**src/verilog/sdram_cmd_cfg.svh**
```systemverilog
/* Sizing macros for the SDRAM command front end.
   Included by the packages, the RTL and the checker that need queue or burst sizes. */
`ifndef SDRAM_CMD_CFG_SVH
`define SDRAM_CMD_CFG_SVH

// Command queue entries
`define CMD_FIFO_DEPTH 16

// Single read results
`define WORD_FIFO_DEPTH 8

// Packed burst results
`define BURST_FIFO_DEPTH 4

// Almost full when this many slots or fewer remain
`define FIFO_ALM_MARGIN 2

// Words per burst read
`define BURST_LEN 8

`endif

```
**src/verilog/sdram_cmd_pkg.sv**
```systemverilog
/* Command, operation and result types shared by the front end stages.
   Modules import it in their body and use scoped names in their port lists. */
`default_nettype none
`include "sdram_cmd_cfg.svh"

package sdram_cmd_pkg;

    typedef logic [15:0] word_t;

    // Client command, write flag on top as bit 40
    typedef struct packed {
        logic        we;
        logic [23:0] addr;
        word_t       param;
    } cmd_t;

    typedef enum logic [1:0] {
        OP_WRITE,
        OP_READ_WORD,
        OP_READ_BURST
    } op_e;

    typedef struct packed {
        op_e         op;
        logic [23:0] addr;
        word_t       data;     // Write data, unused on reads
    } op_t;

    // Slot 0 is the first word and sits in the top bits
    typedef word_t [0:`BURST_LEN-1] burst_t;

    typedef struct packed {
        word_t data;
        logic  last;           // Final word of the operation
        logic  burst;
    } rd_word_t;

endpackage

`default_nettype wire

```
**src/verilog/sdram_bus_pkg.sv**
```systemverilog
/* Wishbone classic request and response types between the execute stage
   and the SDRAM controller. */
`default_nettype none

package sdram_bus_pkg;

    typedef logic [23:0] wb_adr_t;   // Word address
    typedef logic [15:0] wb_dat_t;
    typedef logic [1:0]  wb_sel_t;

    typedef struct packed {
        logic    cyc;
        logic    stb;
        logic    we;
        wb_adr_t adr;
        wb_dat_t dat;
        wb_sel_t sel;
    } wb_req_t;

    typedef struct packed {
        logic    ack;
        wb_dat_t dat;                // Read data, valid with ack
    } wb_rsp_t;

endpackage

`default_nettype wire

```
**src/verilog/sync_fifo.sv**
```systemverilog
/* Show-ahead synchronous FIFO with a type parameter for the payload.
   The head is valid while empty_o is low; a push shows at the head one cycle later. */
`timescale 1ns/10ps
`default_nettype none
`include "sdram_cmd_cfg.svh"

module sync_fifo #(
    parameter type payload_t = logic [15:0],
    parameter int  DEPTH     = 8              // Power of two, pointers wrap
) (
    input  wire logic     sdram_clk,
    input  wire logic     sdram_rst,

    input  wire payload_t d_i,
    input  wire logic     enq_i,
    output logic          full_o,
    output logic          alm_full_o,

    output payload_t      q_o,
    input  wire logic     deq_i,
    output logic          empty_o
);
    localparam int AW = $clog2(DEPTH);
    localparam int CW = $clog2(DEPTH + 1);

    payload_t      mem [DEPTH];
    logic [AW-1:0] wr_ptr;
    logic [AW-1:0] rd_ptr;
    logic [CW-1:0] count;
    logic          push;
    logic          pop;

    // Push when full and pop when empty are dropped
    assign push = enq_i && !full_o;
    assign pop  = deq_i && !empty_o;

    always_ff @(posedge sdram_clk) begin
        if (sdram_rst) begin
            wr_ptr <= '0;
            rd_ptr <= '0;
            count  <= '0;
        end else begin
            if (push)
                wr_ptr <= wr_ptr + 1'b1;
            if (pop)
                rd_ptr <= rd_ptr + 1'b1;
            case ({push, pop})
                2'b10:   count <= count + 1'b1;
                2'b01:   count <= count - 1'b1;
                default: count <= count;    // Idle or push and pop together
            endcase
        end
    end

    always_ff @(posedge sdram_clk) begin
        if (push)
            mem[wr_ptr] <= d_i;
    end

    assign q_o        = mem[rd_ptr];
    assign full_o     = (count == CW'(DEPTH));
    assign alm_full_o = (count >= CW'(DEPTH - `FIFO_ALM_MARGIN));
    assign empty_o    = (count == '0);

endmodule

`default_nettype wire

```
**src/verilog/cmd_decode.sv**
```systemverilog
/* Pops the command queue and holds one decoded operation for the execute stage.
   A command reaches op_valid_o two cycles after the queue head turns valid. */
`timescale 1ns/10ps
`default_nettype none

module cmd_decode (
    input  wire logic                sdram_clk,
    input  wire logic                sdram_rst,

    input  wire sdram_cmd_pkg::cmd_t cmd_q_i,
    input  wire logic                cmd_empty_i,
    output logic                     cmd_deq_o,

    output sdram_cmd_pkg::op_t       op_o,
    output logic                     op_valid_o,
    input  wire logic                op_ready_i
);
    import sdram_cmd_pkg::*;

    logic slot_free;
    op_e  op_kind;

    // Output register empty now, or emptied by execute this cycle
    assign slot_free = !op_valid_o || op_ready_i;

    always_comb begin
        if (cmd_q_i.we)
            op_kind = OP_WRITE;
        else if (cmd_q_i.param[0])
            op_kind = OP_READ_BURST;
        else
            op_kind = OP_READ_WORD;
    end

    always_ff @(posedge sdram_clk) begin
        if (sdram_rst) begin
            cmd_deq_o  <= 1'b0;
            op_valid_o <= 1'b0;
        end else begin
            // One pop at a time, the head stays put until it lands
            cmd_deq_o <= !cmd_deq_o && !cmd_empty_i && slot_free;
            if (cmd_deq_o)
                op_valid_o <= 1'b1;
            else if (op_ready_i)
                op_valid_o <= 1'b0;
        end
    end

    always_ff @(posedge sdram_clk) begin
        if (cmd_deq_o)
            op_o <= '{op: op_kind, addr: cmd_q_i.addr, data: cmd_q_i.param};
    end

endmodule

`default_nettype wire

```
**src/verilog/mem_execute.sv**
```systemverilog
/* Wishbone classic master running writes, single reads and eight beat burst reads.
   Reads start only while the result stage is ready, and each read beat leaves on rd_o. */
`timescale 1ns/10ps
`default_nettype none
`include "sdram_cmd_cfg.svh"

module mem_execute (
    input  wire logic                    sdram_clk,
    input  wire logic                    sdram_rst,

    input  wire sdram_cmd_pkg::op_t      op_i,
    input  wire logic                    op_valid_i,
    output logic                         op_ready_o,

    input  wire logic                    res_ready_i,
    output sdram_cmd_pkg::rd_word_t      rd_o,
    output logic                         rd_valid_o,

    output sdram_bus_pkg::wb_req_t       wb_o,
    input  wire sdram_bus_pkg::wb_rsp_t  wb_i
);
    import sdram_cmd_pkg::*;
    import sdram_bus_pkg::*;

    typedef enum logic [2:0] {
        ST_IDLE,
        ST_WRITE,
        ST_READ,
        ST_BEAT,       // Burst beat waiting for ack
        ST_GAP         // Strobe low between beats
    } state_e;

    localparam int            BW        = $clog2(`BURST_LEN);
    localparam logic [BW-1:0] LAST_BEAT = BW'(`BURST_LEN - 1);

    state_e        state;
    logic [BW-1:0] beat;
    logic          last_beat;
    logic          cyc_q;
    logic          stb_q;
    logic          we_q;
    wb_adr_t       adr_q;
    wb_dat_t       dat_q;

    // Writes never wait on the result side
    assign op_ready_o = (state == ST_IDLE) && op_valid_i &&
                        (op_i.op == OP_WRITE || res_ready_i);
    assign last_beat  = (beat == LAST_BEAT);

    always_ff @(posedge sdram_clk) begin
        if (sdram_rst) begin
            state      <= ST_IDLE;
            beat       <= '0;
            cyc_q      <= 1'b0;
            stb_q      <= 1'b0;
            rd_valid_o <= 1'b0;
        end else begin
            rd_valid_o <= 1'b0;
            case (state)
                ST_IDLE: begin
                    if (op_ready_o) begin
                        cyc_q <= 1'b1;
                        stb_q <= 1'b1;
                        beat  <= '0;
                        case (op_i.op)
                            OP_WRITE:     state <= ST_WRITE;
                            OP_READ_WORD: state <= ST_READ;
                            default:      state <= ST_BEAT;
                        endcase
                    end
                end
                ST_WRITE, ST_READ: begin
                    if (wb_i.ack) begin
                        cyc_q      <= 1'b0;
                        stb_q      <= 1'b0;
                        rd_valid_o <= (state == ST_READ);
                        state      <= ST_IDLE;
                    end
                end
                ST_BEAT: begin
                    if (wb_i.ack) begin
                        stb_q      <= 1'b0;
                        rd_valid_o <= 1'b1;
                        if (last_beat) begin
                            cyc_q <= 1'b0;  // Bus released after the eighth ack
                            state <= ST_IDLE;
                        end else begin
                            beat  <= beat + 1'b1;
                            state <= ST_GAP;
                        end
                    end
                end
                ST_GAP: begin
                    stb_q <= 1'b1;
                    state <= ST_BEAT;
                end
                default: state <= ST_IDLE;
            endcase
        end
    end

    // Transfer fields and read capture
    always_ff @(posedge sdram_clk) begin
        if (op_ready_o) begin
            we_q  <= (op_i.op == OP_WRITE);
            adr_q <= op_i.addr;
            dat_q <= op_i.data;
        end else if (state == ST_BEAT && wb_i.ack && !last_beat) begin
            adr_q <= adr_q + 1'b1;  // Wraps at 2^24
        end
        if (wb_i.ack && (state == ST_READ || state == ST_BEAT)) begin
            rd_o.data  <= wb_i.dat;
            rd_o.last  <= (state == ST_READ) || last_beat;
            rd_o.burst <= (state == ST_BEAT);
        end
    end

    always_comb begin
        wb_o.cyc = cyc_q;
        wb_o.stb = stb_q;
        wb_o.we  = we_q;
        wb_o.adr = adr_q;
        wb_o.dat = dat_q;
        wb_o.sel = '1;      // Always both bytes
    end

endmodule

`default_nettype wire

```
**src/verilog/read_result.sv**
```systemverilog
/* Collects read words from the execute stage and pushes them into the result queues.
   Burst words shift into a packing register, first word toward the top. */
`timescale 1ns/10ps
`default_nettype none
`include "sdram_cmd_cfg.svh"

module read_result (
    input  wire logic                     sdram_clk,
    input  wire logic                     sdram_rst,

    input  wire sdram_cmd_pkg::rd_word_t  rd_i,
    input  wire logic                     rd_valid_i,
    output logic                          res_ready_o,

    input  wire logic                     word_full_i,
    input  wire logic                     burst_full_i,
    output sdram_cmd_pkg::word_t          word_d_o,
    output logic                          word_enq_o,
    output sdram_cmd_pkg::burst_t         burst_d_o,
    output logic                          burst_enq_o
);
    import sdram_cmd_pkg::*;

    burst_t pack;
    logic   packing;       // Burst partly collected

    // Queue flags lag a push by one cycle, so stay low from the
    // returning word until the count has caught up
    assign res_ready_o = !packing && !rd_valid_i && !word_enq_o && !burst_enq_o &&
                         !word_full_i && !burst_full_i;

    always_ff @(posedge sdram_clk) begin
        if (sdram_rst) begin
            word_enq_o  <= 1'b0;
            burst_enq_o <= 1'b0;
            packing     <= 1'b0;
        end else begin
            word_enq_o  <= rd_valid_i && !rd_i.burst;
            burst_enq_o <= rd_valid_i && rd_i.burst && rd_i.last;
            if (rd_valid_i && rd_i.burst)
                packing <= !rd_i.last;
        end
    end

    always_ff @(posedge sdram_clk) begin
        if (rd_valid_i) begin
            word_d_o <= rd_i.data;
            if (rd_i.burst)
                pack <= {pack[1:`BURST_LEN-1], rd_i.data};  // Older words move up
        end
    end

    assign burst_d_o = pack;    // Complete in the cycle after the last word

endmodule

`default_nettype wire

```
**src/verilog/sdram_cmd_frontend.sv**
```systemverilog
/* Top level of the SDRAM command front end: command queue, decode, execute,
   result packing and the word and burst result queues, all on sdram_clk. */
`timescale 1ns/10ps
`default_nettype none
`include "sdram_cmd_cfg.svh"

module sdram_cmd_frontend (
    input  wire logic                    sdram_clk,
    input  wire logic                    sdram_rst,

    // Client commands
    input  wire sdram_cmd_pkg::cmd_t     cmd_i,
    input  wire logic                    cmd_enq_i,
    output logic                         cmd_full_o,
    output logic                         cmd_alm_full_o,

    // Single read results
    output sdram_cmd_pkg::word_t         word_q_o,
    input  wire logic                    word_deq_i,
    output logic                         word_empty_o,

    // Burst read results
    output sdram_cmd_pkg::burst_t        burst_q_o,
    input  wire logic                    burst_deq_i,
    output logic                         burst_empty_o,

    // Controller side
    output sdram_bus_pkg::wb_req_t       wb_o,
    input  wire sdram_bus_pkg::wb_rsp_t  wb_i
);
    import sdram_cmd_pkg::*;

    cmd_t     cmd_q;
    logic     cmd_empty;
    logic     cmd_deq;
    op_t      op;
    logic     op_valid;
    logic     op_ready;
    logic     res_ready;
    rd_word_t rd;
    logic     rd_valid;
    word_t    word_d;
    logic     word_enq;
    logic     word_full;
    burst_t   burst_d;
    logic     burst_enq;
    logic     burst_full;

    sync_fifo #(.payload_t(cmd_t), .DEPTH(`CMD_FIFO_DEPTH)) cmd_fifo_i (
        .sdram_clk, .sdram_rst,
        .d_i(cmd_i), .enq_i(cmd_enq_i), .full_o(cmd_full_o), .alm_full_o(cmd_alm_full_o),
        .q_o(cmd_q), .deq_i(cmd_deq), .empty_o(cmd_empty)
    );

    cmd_decode cmd_decode_i (
        .sdram_clk, .sdram_rst,
        .cmd_q_i(cmd_q), .cmd_empty_i(cmd_empty), .cmd_deq_o(cmd_deq),
        .op_o(op), .op_valid_o(op_valid), .op_ready_i(op_ready)
    );

    mem_execute mem_execute_i (
        .sdram_clk, .sdram_rst,
        .op_i(op), .op_valid_i(op_valid), .op_ready_o(op_ready),
        .res_ready_i(res_ready), .rd_o(rd), .rd_valid_o(rd_valid),
        .wb_o, .wb_i
    );

    read_result read_result_i (
        .sdram_clk, .sdram_rst,
        .rd_i(rd), .rd_valid_i(rd_valid), .res_ready_o(res_ready),
        .word_full_i(word_full), .burst_full_i(burst_full),
        .word_d_o(word_d), .word_enq_o(word_enq),
        .burst_d_o(burst_d), .burst_enq_o(burst_enq)
    );

    // Result queues, almost full unused on this side
    sync_fifo #(.payload_t(word_t), .DEPTH(`WORD_FIFO_DEPTH)) word_fifo_i (
        .sdram_clk, .sdram_rst,
        .d_i(word_d), .enq_i(word_enq), .full_o(word_full), .alm_full_o(),
        .q_o(word_q_o), .deq_i(word_deq_i), .empty_o(word_empty_o)
    );

    sync_fifo #(.payload_t(burst_t), .DEPTH(`BURST_FIFO_DEPTH)) burst_fifo_i (
        .sdram_clk, .sdram_rst,
        .d_i(burst_d), .enq_i(burst_enq), .full_o(burst_full), .alm_full_o(),
        .q_o(burst_q_o), .deq_i(burst_deq_i), .empty_o(burst_empty_o)
    );

endmodule

`default_nettype wire

```
**config.mk**
```make
export PLATFORM = sky130hd
export DESIGN_NAME = sdram_cmd_frontend
export DESIGN_NICKNAME = d
export VERILOG_FILES = /design/src/verilog/sdram_cmd_pkg.sv /design/src/verilog/sdram_bus_pkg.sv /design/src/verilog/sync_fifo.sv /design/src/verilog/cmd_decode.sv /design/src/verilog/mem_execute.sv /design/src/verilog/read_result.sv /design/src/verilog/sdram_cmd_frontend.sv
export VERILOG_INCLUDE_DIRS = /design/src /design/src/verilog
export SDC_FILE = /design/constraint.sdc
export NUM_CORES = 1
export LEC_CHECK = 0
export BUFFER_PORTS_ARGS = -buffer_cell sky130_fd_sc_hd__buf_2
export CAP_MARGIN = 0
export CORE_MARGIN = 4
export CORE_UTILIZATION = 55
export DETAILED_ROUTE_END_ITERATION = 16
export PLACE_DENSITY = 0.75
export REMOVE_ABC_BUFFERS = 1
export SLEW_MARGIN = 20
export SYNTH_ARGS = -nofsm -noshare
export SYNTH_HDL_FRONTEND = slang
export SYNTH_SLANG_ARGS = --single-unit
```
**constraint.sdc**
```tcl
create_clock -name sdram_clk -period 4.6 [get_ports sdram_clk]
set_clock_uncertainty 0.15 [all_clocks]
set_input_delay 0.23 -clock sdram_clk [delete_from_list [all_inputs] [get_ports sdram_clk]]
set_output_delay 0.23 -clock sdram_clk [all_outputs]
set_load 0.01 [all_outputs]
```
== Word-level counts from Yosys, hierarchy flattened ==
Memory sizes are Yosys's and may differ from the RTL's. A register that Yosys moved wholly into a read port is not among the register bits.
Index checks and enable logic that the tools add are counted.
Storage, ports and cells
  input bits: 63
  memories: 3
  output and inout port bits: 193
  register bits after elaboration: 289
  logic and storage cells: 175
  bits in writable memories: 1296
Memory list
  cmd_fifo_i.mem: depth 16, width 41, read ports 1, clocked after Yosys merged registers in 1, wr ports 1, RTL line sync_fifo.sv:26  | payload_t mem [DEPTH];
  burst_fifo_i.mem: depth 4, width 128, read ports 1, clocked after Yosys merged registers in 1, wr ports 1, RTL line sync_fifo.sv:26
  word_fifo_i.mem: depth 8, width 16, read ports 1, clocked after Yosys merged registers in 1, wr ports 1, RTL line sync_fifo.sv:26
Cells by class
  multiplexer cells: 39
  equal/unequal tests: 21
  add/sub/neg operators: 14
  magnitude comparators: 1
  reductions and logical operators: 60
Operator list (count)
  two-way mux 24 bit: 2
  two-way mux 3 bit: 9
  adder 24 x 1 -> 24 bit (second input constant): 1
  logical AND 1 bit: 21
  logical NOT 1 bit: 15
  two-way mux 1 bit: 14
  adder 3 x 1 -> 3 bit (second input constant): 4
  adder 4 x 1 -> 4 bit (second input constant): 3
  case mux 3 bit (2 select lines): 2
  case mux 3 bit (4 select lines): 1
  nonzero test 2 bit: 6
  case mux 5 bit (2 select lines): 1
  equality test 3 bit (second input constant): 3
  equality test 2 x 1 -> 1 bit (second input constant): 4
  two-way mux 4 bit: 2
  inequality test 2 bit (second input constant): 4
  case mux 4 bit (2 select lines): 1
  equality test 2 bit (second input constant): 3
  equality test 3 x 2 -> 1 bit (second input constant): 2
  logical NOT 3 bit: 2
  two-way mux 2 bit: 3
  case mux 1 bit (3 select lines): 2
  AND reduction 3 bit: 2
  nonzero test 3 bit: 2
  other kinds (21): 26

== Depth between registers and ports, before layout ==
Gate-level depths: netlist of the first run.
  word-level depth: 10
  mapped depth: 12
  gate-level depth less buffers: 11

== Cells and area by module ==
A second synthesis of the first run with hierarchy kept.
Second synthesis, totals
  cell total of the unflattened synthesis: 2471
  area total of the unflattened synthesis: 59072.9 um2
By module, submodules not included
  sync_fifo (cmd_fifo_i): cells an instance 1036, instances 1, area each 25565.8 um2, seq. area each 20039.2 um2
  sync_fifo (burst_fifo_i): cells an instance 723, instances 1, area each 19053.3 um2, seq. area each 15554.9 um2
  sync_fifo (word_fifo_i): cells an instance 260, instances 1, area each 5625.4 um2, seq. area each 4103.9 um2
  read_result: cells an instance 154, instances 1, area each 4436.8 um2, seq. area each 4384.2 um2
  mem_execute: cells an instance 248, instances 1, area each 3034.2 um2, seq. area each 1951.9 um2
  cmd_decode: cells an instance 50, instances 1, area each 1357.6 um2, seq. area each 1301.2 um2

== Least setup slack after synthesis of the first run ==
Ideal clock, no wire load.
  path type: flip-flop to flip-flop
  from: register cmd_fifo_i.count[1]
  to: memory cmd_fifo_i.mem[3][0] in the netlist's numbering, enable pin
  required time: 3960 ps
  clock period less this slack: 4789 ps
  buffers on the path: 1
  slack: -189 ps
  setup time: 490 ps
  arrival time: 4149 ps
  stages on the path, launching flop included: 6
  cell sequence: dfxtp_1 clkbuf_1 nor4_1 a21boi_1 nand2_1 nor3_1
Between the ends
  cells in the longest elaborated chain, start to end: 5
Ends and longest elaborated chain
  start: declaration: RTL line sync_fifo.sv:29  | logic [CW-1:0] count;
  start signal: assignment: RTL line sync_fifo.sv:48  | 2'b10: count <= count + 1'b1;
  start signal: assignment: RTL line sync_fifo.sv:49  | 2'b01: count <= count - 1'b1;
  start signal: assignment: RTL line sync_fifo.sv:50  | default: count <= count;
  equality test 5 bit: RTL line sync_fifo.sv:61  | assign full_o = (count == CW'(DEPTH));
  logical NOT 1 bit: RTL line sync_fifo.sv:34  | assign push = enq_i && !full_o;
  logical AND 1 bit: RTL line sync_fifo.sv:34
  two-way mux 1 bit: RTL line sync_fifo.sv:56  | if (push)
  two-way mux 1 bit (not written as such): RTL line sync_fifo.sv:57  | mem[wr_ptr] <= d_i;
  end: declaration: RTL line sync_fifo.sv:26
Every way passes these cells.

== Final worst setup path of the first run ==
  from: register cmd_fifo_i.count[1]
  to: register cmd_fifo_i.count[4]
Between the ends
  cells in the longest elaborated chain, start to end: 5
  elaborated cells between the ends (all ways): 12
  those cells by class: 2 x add/sub; 3 x eq/ne; 1 x mux; 6 x reduce/logical
Ends and longest elaborated chain
  equality test 5 bit or logical NOT 5 bit (tied branches): RTL line sync_fifo.sv:61, sync_fifo.sv:63
  logical NOT 1 bit (on tied branches): RTL line sync_fifo.sv:34, sync_fifo.sv:35
  logical AND 1 bit (on tied branches): RTL line sync_fifo.sv:34, sync_fifo.sv:35
  equality test 2 x 1 -> 1 bit or equality test 2 bit (tied branches): RTL line sync_fifo.sv:47  | case ({push, pop})
  case mux 5 bit (2 select lines) or nonzero test 2 bit (tied branches)
Parallel ways exist; a longest one is shown, timed or not.
A chain may end at the register's enable or synchronous reset.

==> impl_metrics.toml, run 1 <==
[power]
ir_drop_uv = 446
leakagePower_uw = 0.0210
powerDensity_nw_per_um2 = 458
p_total_uw = 30800

[cells_and_area]
mostFrequentLayoutCells = "1541 x edfxtp_1, 363 x mux4_2, 253 x buf_2"
final_common_cell = "edfxtp_1"
area_growth_pct = 15.1
stdcell_count = 4399
final_nets = 2965
drive_gt1_frac = 0.320
utilization = 0.639

[critical_path]
cp-end-kind = "register"
cp-start-kind = "register"
required_ns = 5.07
path_class = "register to register"
ff2ff_setup_slack_ns = 0.97
arrival_ns = 4.10
crit_fanout = 10

[timing]
timing.fmax_ghz = 0.276
setup_ws_ns = 0.974
setup_viol = 0
min_period_ns = 3.63
slew_viol_final = 0
finalHoldViolCount = 0
grt_setup_unrepaired = "no"
tightest_slew_ns = 1.18
worst_hold_slack_ns = 0.0559
relSlewSlack = 0.205
period_share = 0.788

[cts]
clk_path_buf_depth = 3
cts_hold_buf = 67
post_cts_buffers = 0
root_buffer = "clkbuf_16"
cts_sinks = 1594
cts_buffers = 152
clk_pin_slew_worst_paths_ns = 0.06
clkLatencyLatePin_ns = 0.75
cts_resized = 0
cts_tree = "done"
cts.htree.levels = 4

[logic_synthesis]
synthMuxAreaShare = 0.145
synth_xor_area_frac = 0.00644
syn_area_um2 = 58500
yosysWarnings = 0
synthTopCellsByArea = "edfxtp_1 79%, mux4_2 14%, dfxtp_1 1.8%"
synth_edf_count = 1541
yosysSeqAreaShare = 0.809
avgSynthCellArea_um2 = 23.9
synthAdderAreaFrac = 0.00518
async_flop_share = 0
synth-seq-cells = 1594
synth_area_leader_cell = "edfxtp_1"
synth_compound_area_frac = 0.00745
synth_top_family_by_area = "multiplexers"
synthFlopType = "edfxtp_1"
synth_simple_gate_area_share = 0.0175
synth_cells = 2447
synth_top_area_frac = 0.791
synthDistinctLibCells = 57

[floorplan]
core_um2 = 105000
boundaryPins = 256
die_y_um = 334
die_area_um2 = 112000
rows = 119
die_width_um = 334
initial_core_util = 0.555

[grt]
grt_max_degree = 129
grtUsageTotal = 0.223
use_met3 = 0.0540
antenna_found_initial = 6
use_met1 = 0.297
grt_overflow = 0
grt_pass1_wl_um = 184000
grt_pass1_vias = 27900
grt_use_met2 = 0.374
grt.busiest_layer = "met2"

[route]
ant_nets = 0
wl_um = 122000
drt-initial-drc-count = 2637
drt_drc_violations_left = 0
dr_total_vias = 26800
wl_per_cell_um = 27.8
firstDrtPassIters = 5
vias_per_cell = 6.09

[placed_design]
port_buffers = 253
finalWeightedCongestion = 0.802
dp_slack_ns = 1.14
dpl.hpwl_um = 69000
numPlacedInstances = 4047

[worst_hold_path]
hold_class = "input port to register"

[status]
status = "finished, final reports clean"

[job]
cap_violations = 0
cell usage after synthesis (5+ instances only):
cell type  number
buf_1          15
mux2_2         18
buf_4           7
nand4_1         7
o21ai_0         5
buf_2          39
nor3_1         15
inv_1          17
edfxtp_1     1541
clkbuf_1       41
xnor2_1        19
nor2b_1         8
nor2_1         87
ha_1           21
mux4_2        363
nor4_1          8
dfxtp_1        53
a21oi_1        37
xor2_1         24
and2_1          7
nand2b_1       10
nand2_1        30
a21oi_2         8
nand3_1        14
cell families after synthesis:
kind of cell,count (synthesis)
buffers and inverters,122
AND/OR/NAND/NOR,208
AO/OA/AOI/OAI,68
other,1
adder cells (fa/ha/maj),23
XOR/XNOR,43
multiplexers,388
flip-flops,1594
area by class of cell:
class	count	area (um^2)
clock buffer	190	4060
inverter	18	67.6
fill	6659	38100
timing repair buffer	381	2560
multi-input combinational	732	10800
sequential	1594	47400
antenna	5	12.5
clock inverter	88	746
tap	1391	1740
stage by stage:
step                      setup TNS, ns  instance area [um^2]
after floorplan                 -376.79                 58000
after global placement                0                 61800
after detailed placement              0                 61800
after CTS                             0                 67300
after global routing                  0                 67300
final                                 0                 67300
report_power, final:
part | total [uW] | switching, uW | leakage (uW) | internal [uW]
logic | 2130 | 1180 | 0.00436 | 947
clock network | 12100 | 5210 | 0.00235 | 6850
registers | 16600 | 306 | 0.0143 | 16300
worst paths after layout:
path              cells past startpoint                     end                 start
setup / recovery                     11     cmd_fifo_i.count[4]   cmd_fifo_i.count[1]
setup reg to reg                     11     cmd_fifo_i.count[4]   cmd_fifo_i.count[1]
hold reg to reg                       0  mem_execute_i.dat_q[0]  cmd_decode_i.op_o[0]
hold / removal                        2   mem_execute_i.rd_o[6]               wb_i[4]
flip-flops by register name (all words and copies together), names as in the netlist, 4 cells and up, named ones only:
name	cells
read_result_i.word_d_o	16
cmd_fifo_i.count	5
mem_execute_i.dat_q	16
cmd_fifo_i.mem	656
cmd_fifo_i.wr_ptr	4
mem_execute_i.rd_o	18
word_fifo_i.mem	128
cmd_fifo_i.rd_ptr	4
word_fifo_i.count	4
mem_execute_i.adr_q	24
cmd_decode_i.op_o	42
read_result_i.burst_d_o	128
burst_fifo_i.mem	512
per-layer routing:
metal	part of all wire	routed length, um
met5	0.00011	13
met4	0.027	3250
met3	0.086	10500
met2	0.51	63000
met1	0.37	45600
critical path, stage by stage, from the launching register on:
cell and delay [ns]:
dfxtp_1 0.52, nor4_1 0.13, a21boi_1 0.61, inv_1 0.11
ha_1 0.32, xor2_1 0.18, ha_1 0.22, inv_1 0.12
o22ai_1 0.10, a2111oi_0 0.42, o21bai_1 0.22, mux2_1 0.38
(Power assumes the default switching activity.)
==> run 2, diff against run 1 <==
Settings changed: ABC_AREA set to 1.
Clock period 4.6 ns to 3.05 ns, I/O delays scaled along.
==> run 2 against run 1 <==
Combinational power rose to 4.5 times the previous value. Final cell count rose by 37%. Total power increased by 73%. Non-clock buffer count increased by 59. Routed wire length up 12%. Register-to-register slack got worse by 0.41 ns. Flip-flop and latch count did not move. First-iteration DRC count up 44%. Global-route usage increased by 1.1 points. Die area rose by 3.5%. Critical endpoint is now burst_q_o[38].
==> impl_metrics.toml, run 2 <==
[power]
ir_drop_uv = 628
powerDensity_nw_per_um2 = 767
p_comb_frac = 0.178
swShare = 0.280
p_total_uw = 53400
p_seq_frac = 0.486
leakagePower_uw = 0.0234
intPower_uw = 38400
p_sw_uw = 15000
p_clk_frac = 0.336

[route]
dr_total_vias = 35300
vias_per_cell = 5.85
drt-initial-drc-count = 3804
firstDrtPassIters = 6
wl_per_cell_um = 22.8
drt_drc_violations_left = 0
wl_um = 138000
ant_nets = 0

[cells_and_area]
final_common_cell = "edfxtp_1"
utilization = 0.638
multi_input_area_um2 = 11300
seqCellArea_um2 = 47400
final_nets = 4529
top_regs = "cmd_fifo_i.mem: 656 flops, burst_fifo_i.mem: 512 flops"
drive_gt1_frac = 0.138
top_register = "cmd_fifo_i.mem"
mostFrequentLayoutCells = "1541 x edfxtp_1, 518 x o21ai_0, 417 x nor2_1"
area_growth_pct = 14.9
largest_reg_flops = 656
num-fill-cells = 7369

[worst_hold_path]
hold_class = "input port to register"
whs_endpoint = "cmd_fifo_i.mem[2][3]"
holdCritStartpoint = "cmd_i[3]"
min_path_cells = 2

[cts]
cts_sinks = 1594
post_cts_buffers = 0
cts_tree = "done"
cts_buffers = 154
clkLatencyLatePin_ns = 0.76
cts.htree.levels = 4
clk_path_buf_depth = 3
root_buffer = "clkbuf_16"
clk_pin_slew_worst_paths_ns = 0.06

[timing]
period_share = 0.964
grt_setup_unrepaired = "yes"
finalHoldViolCount = 0
slew_viol_final = 0
tightest_slew_ns = 0.936
timing.fmax_ghz = 0.340
min_period_ns = 2.94
setup_viol = 0
worst_hold_slack_ns = 0.165
relSlewSlack = 0.376
setup_ws_ns = 0.109
setup_tns_ns = 0

[critical_path]
rr_endpoint = "burst_fifo_i.count[2]"
required_ns = 2.75
crit_fanout = 62
path_class = "register to output port"
cp-start-kind = "register"
r2r_cells = 10
rr_startpoint = "burst_fifo_i.count[0]"
ff2ff_setup_slack_ns = 0.56
cp-end-kind = "output port"
arrival_ns = 2.64

[logic_synthesis]
synth_top_area_frac = 0.764
synthTopCellsByArea = "edfxtp_1 76%, o21ai_0 4.3%, nor2_1 2.7%"
yosysWarnings = 0
yosysSeqAreaShare = 0.781
synth-seq-cells = 1594
async_flop_share = 0
synthDistinctLibCells = 38
synth_cells = 4085
avgSynthCellArea_um2 = 14.8
syn_area_um2 = 60600
synth_edf_count = 1541
synth_area_leader_cell = "edfxtp_1"
synthFlopType = "edfxtp_1"
ys_top_cells_by_count = "1541 x edfxtp_1, 518 x o21ai_0, 438 x nor2_1"
synth_most_common_cell = "edfxtp_1"

[placed_design]
port_buffers = 253
dpl.hpwl_um = 76100
finalWeightedCongestion = 0.842
dp_slack_ns = 0.567

[floorplan]
core_um2 = 109000
boundaryPins = 256
die_width_um = 340
initial_core_util = 0.555
rows = 121
die_area_um2 = 116000
die_y_um = 340

[grt]
grt_overflow = 0
antenna_found_initial = 6
grt_pass1_vias = 34600
grt_max_degree = 112
grt_pass1_wl_um = 208000
grtUsageTotal = 0.235

[status]
status = "finished, final reports clean"

[job]
cap_violations = 0
## run 2: critical path, stage by stage (launching register included)
cell,delay [ns]
dfxtp_4,0.59
buf_6,0.45
o21ai_0,0.17
o22ai_1,0.42
buf_2,0.22
## run 2: cells by family after synthesis
logic type,after synthesis,share of synthesized area
DFF,1594,0.781
AOI/OAI and AO/OA,1085,0.0999
and+or+nand+nor,714,0.0482
buffers and inverters,482,0.0352
muxes,164,0.0271
adders and majority gates,23,0.00500
xor gates and xnor gates,22,0.00318
other,1,0.0000619
## run 2: through the flow
stage | cells | cell area, um^2
final | 6040 | 69600
after global routing | 6039 | 69600
after CTS | 6039 | 69500
after detailed placement | 5684 | 64000
after global placement | 5684 | 64000
after floorplan | 3847 | 59400
## run 2: what timing repair did
item | 4_1_cts | 5_1_grt
gates resized for setup | 3 | 13
endpoints found under the hold margin | 724 | 0
endpoints found under the setup margin | 8 | 24
hold buffers | 79 | 0
cloned | 0 | 0
## run 2: cell type report
cell class	count	area share
Antenna cell	1	0.0000359
Multi-Input combinational cell	2010	0.163
Tap cell	1476	0.0265
Sequential cell	1594	0.680
Clock buffer	211	0.0589
Inverter	243	0.0135
Timing Repair Buffer	440	0.0494
Clock inverter	65	0.00866
## run 2: layer usage
| layer | wire (um) | vias up | GRT usage |
|---|---|---|---|
| li1 | - | 16000 | - |
| met1 | 53100 | 17500 | 0.310 |
| met2 | 68000 | 1637 | 0.391 |
| met3 | 12300 | 272 | 0.0496 |
| met4 | 4250 | 2 | 0.0803 |
| met5 | 13 | - | 0 |
## run 2: worst max-delay path by stage
stage               slack, ns                   from  cells past startpoint                    end
floorplan               -8.89               register                      5  cmd_decode_i.op_o[41]
global route            -0.02               register                      4          burst_q_o[26]
detailed placement       0.57  burst_fifo_i.count[0]                     10  burst_fifo_i.count[2]
global placement         0.62  burst_fifo_i.count[0]                     10  burst_fifo_i.count[2]
CTS                     0.006               register                      5          burst_q_o[42]
finish                   0.11               register                      4          burst_q_o[38]
## run 2: power groups by stage
| stage | logic [uW] | clock network, uW | registers, uW |
|---|---|---|---|
| floorplan | 4710 | 0 | 26700 |
| global placement | 9050 | 0 | 26400 |
| detailed placement | 9300 | 0 | 26400 |
| CTS | 9460 | 18100 | 25900 |
| global route | 10400 | 19100 | 26000 |
| finish | 9500 | 17900 | 26000 |
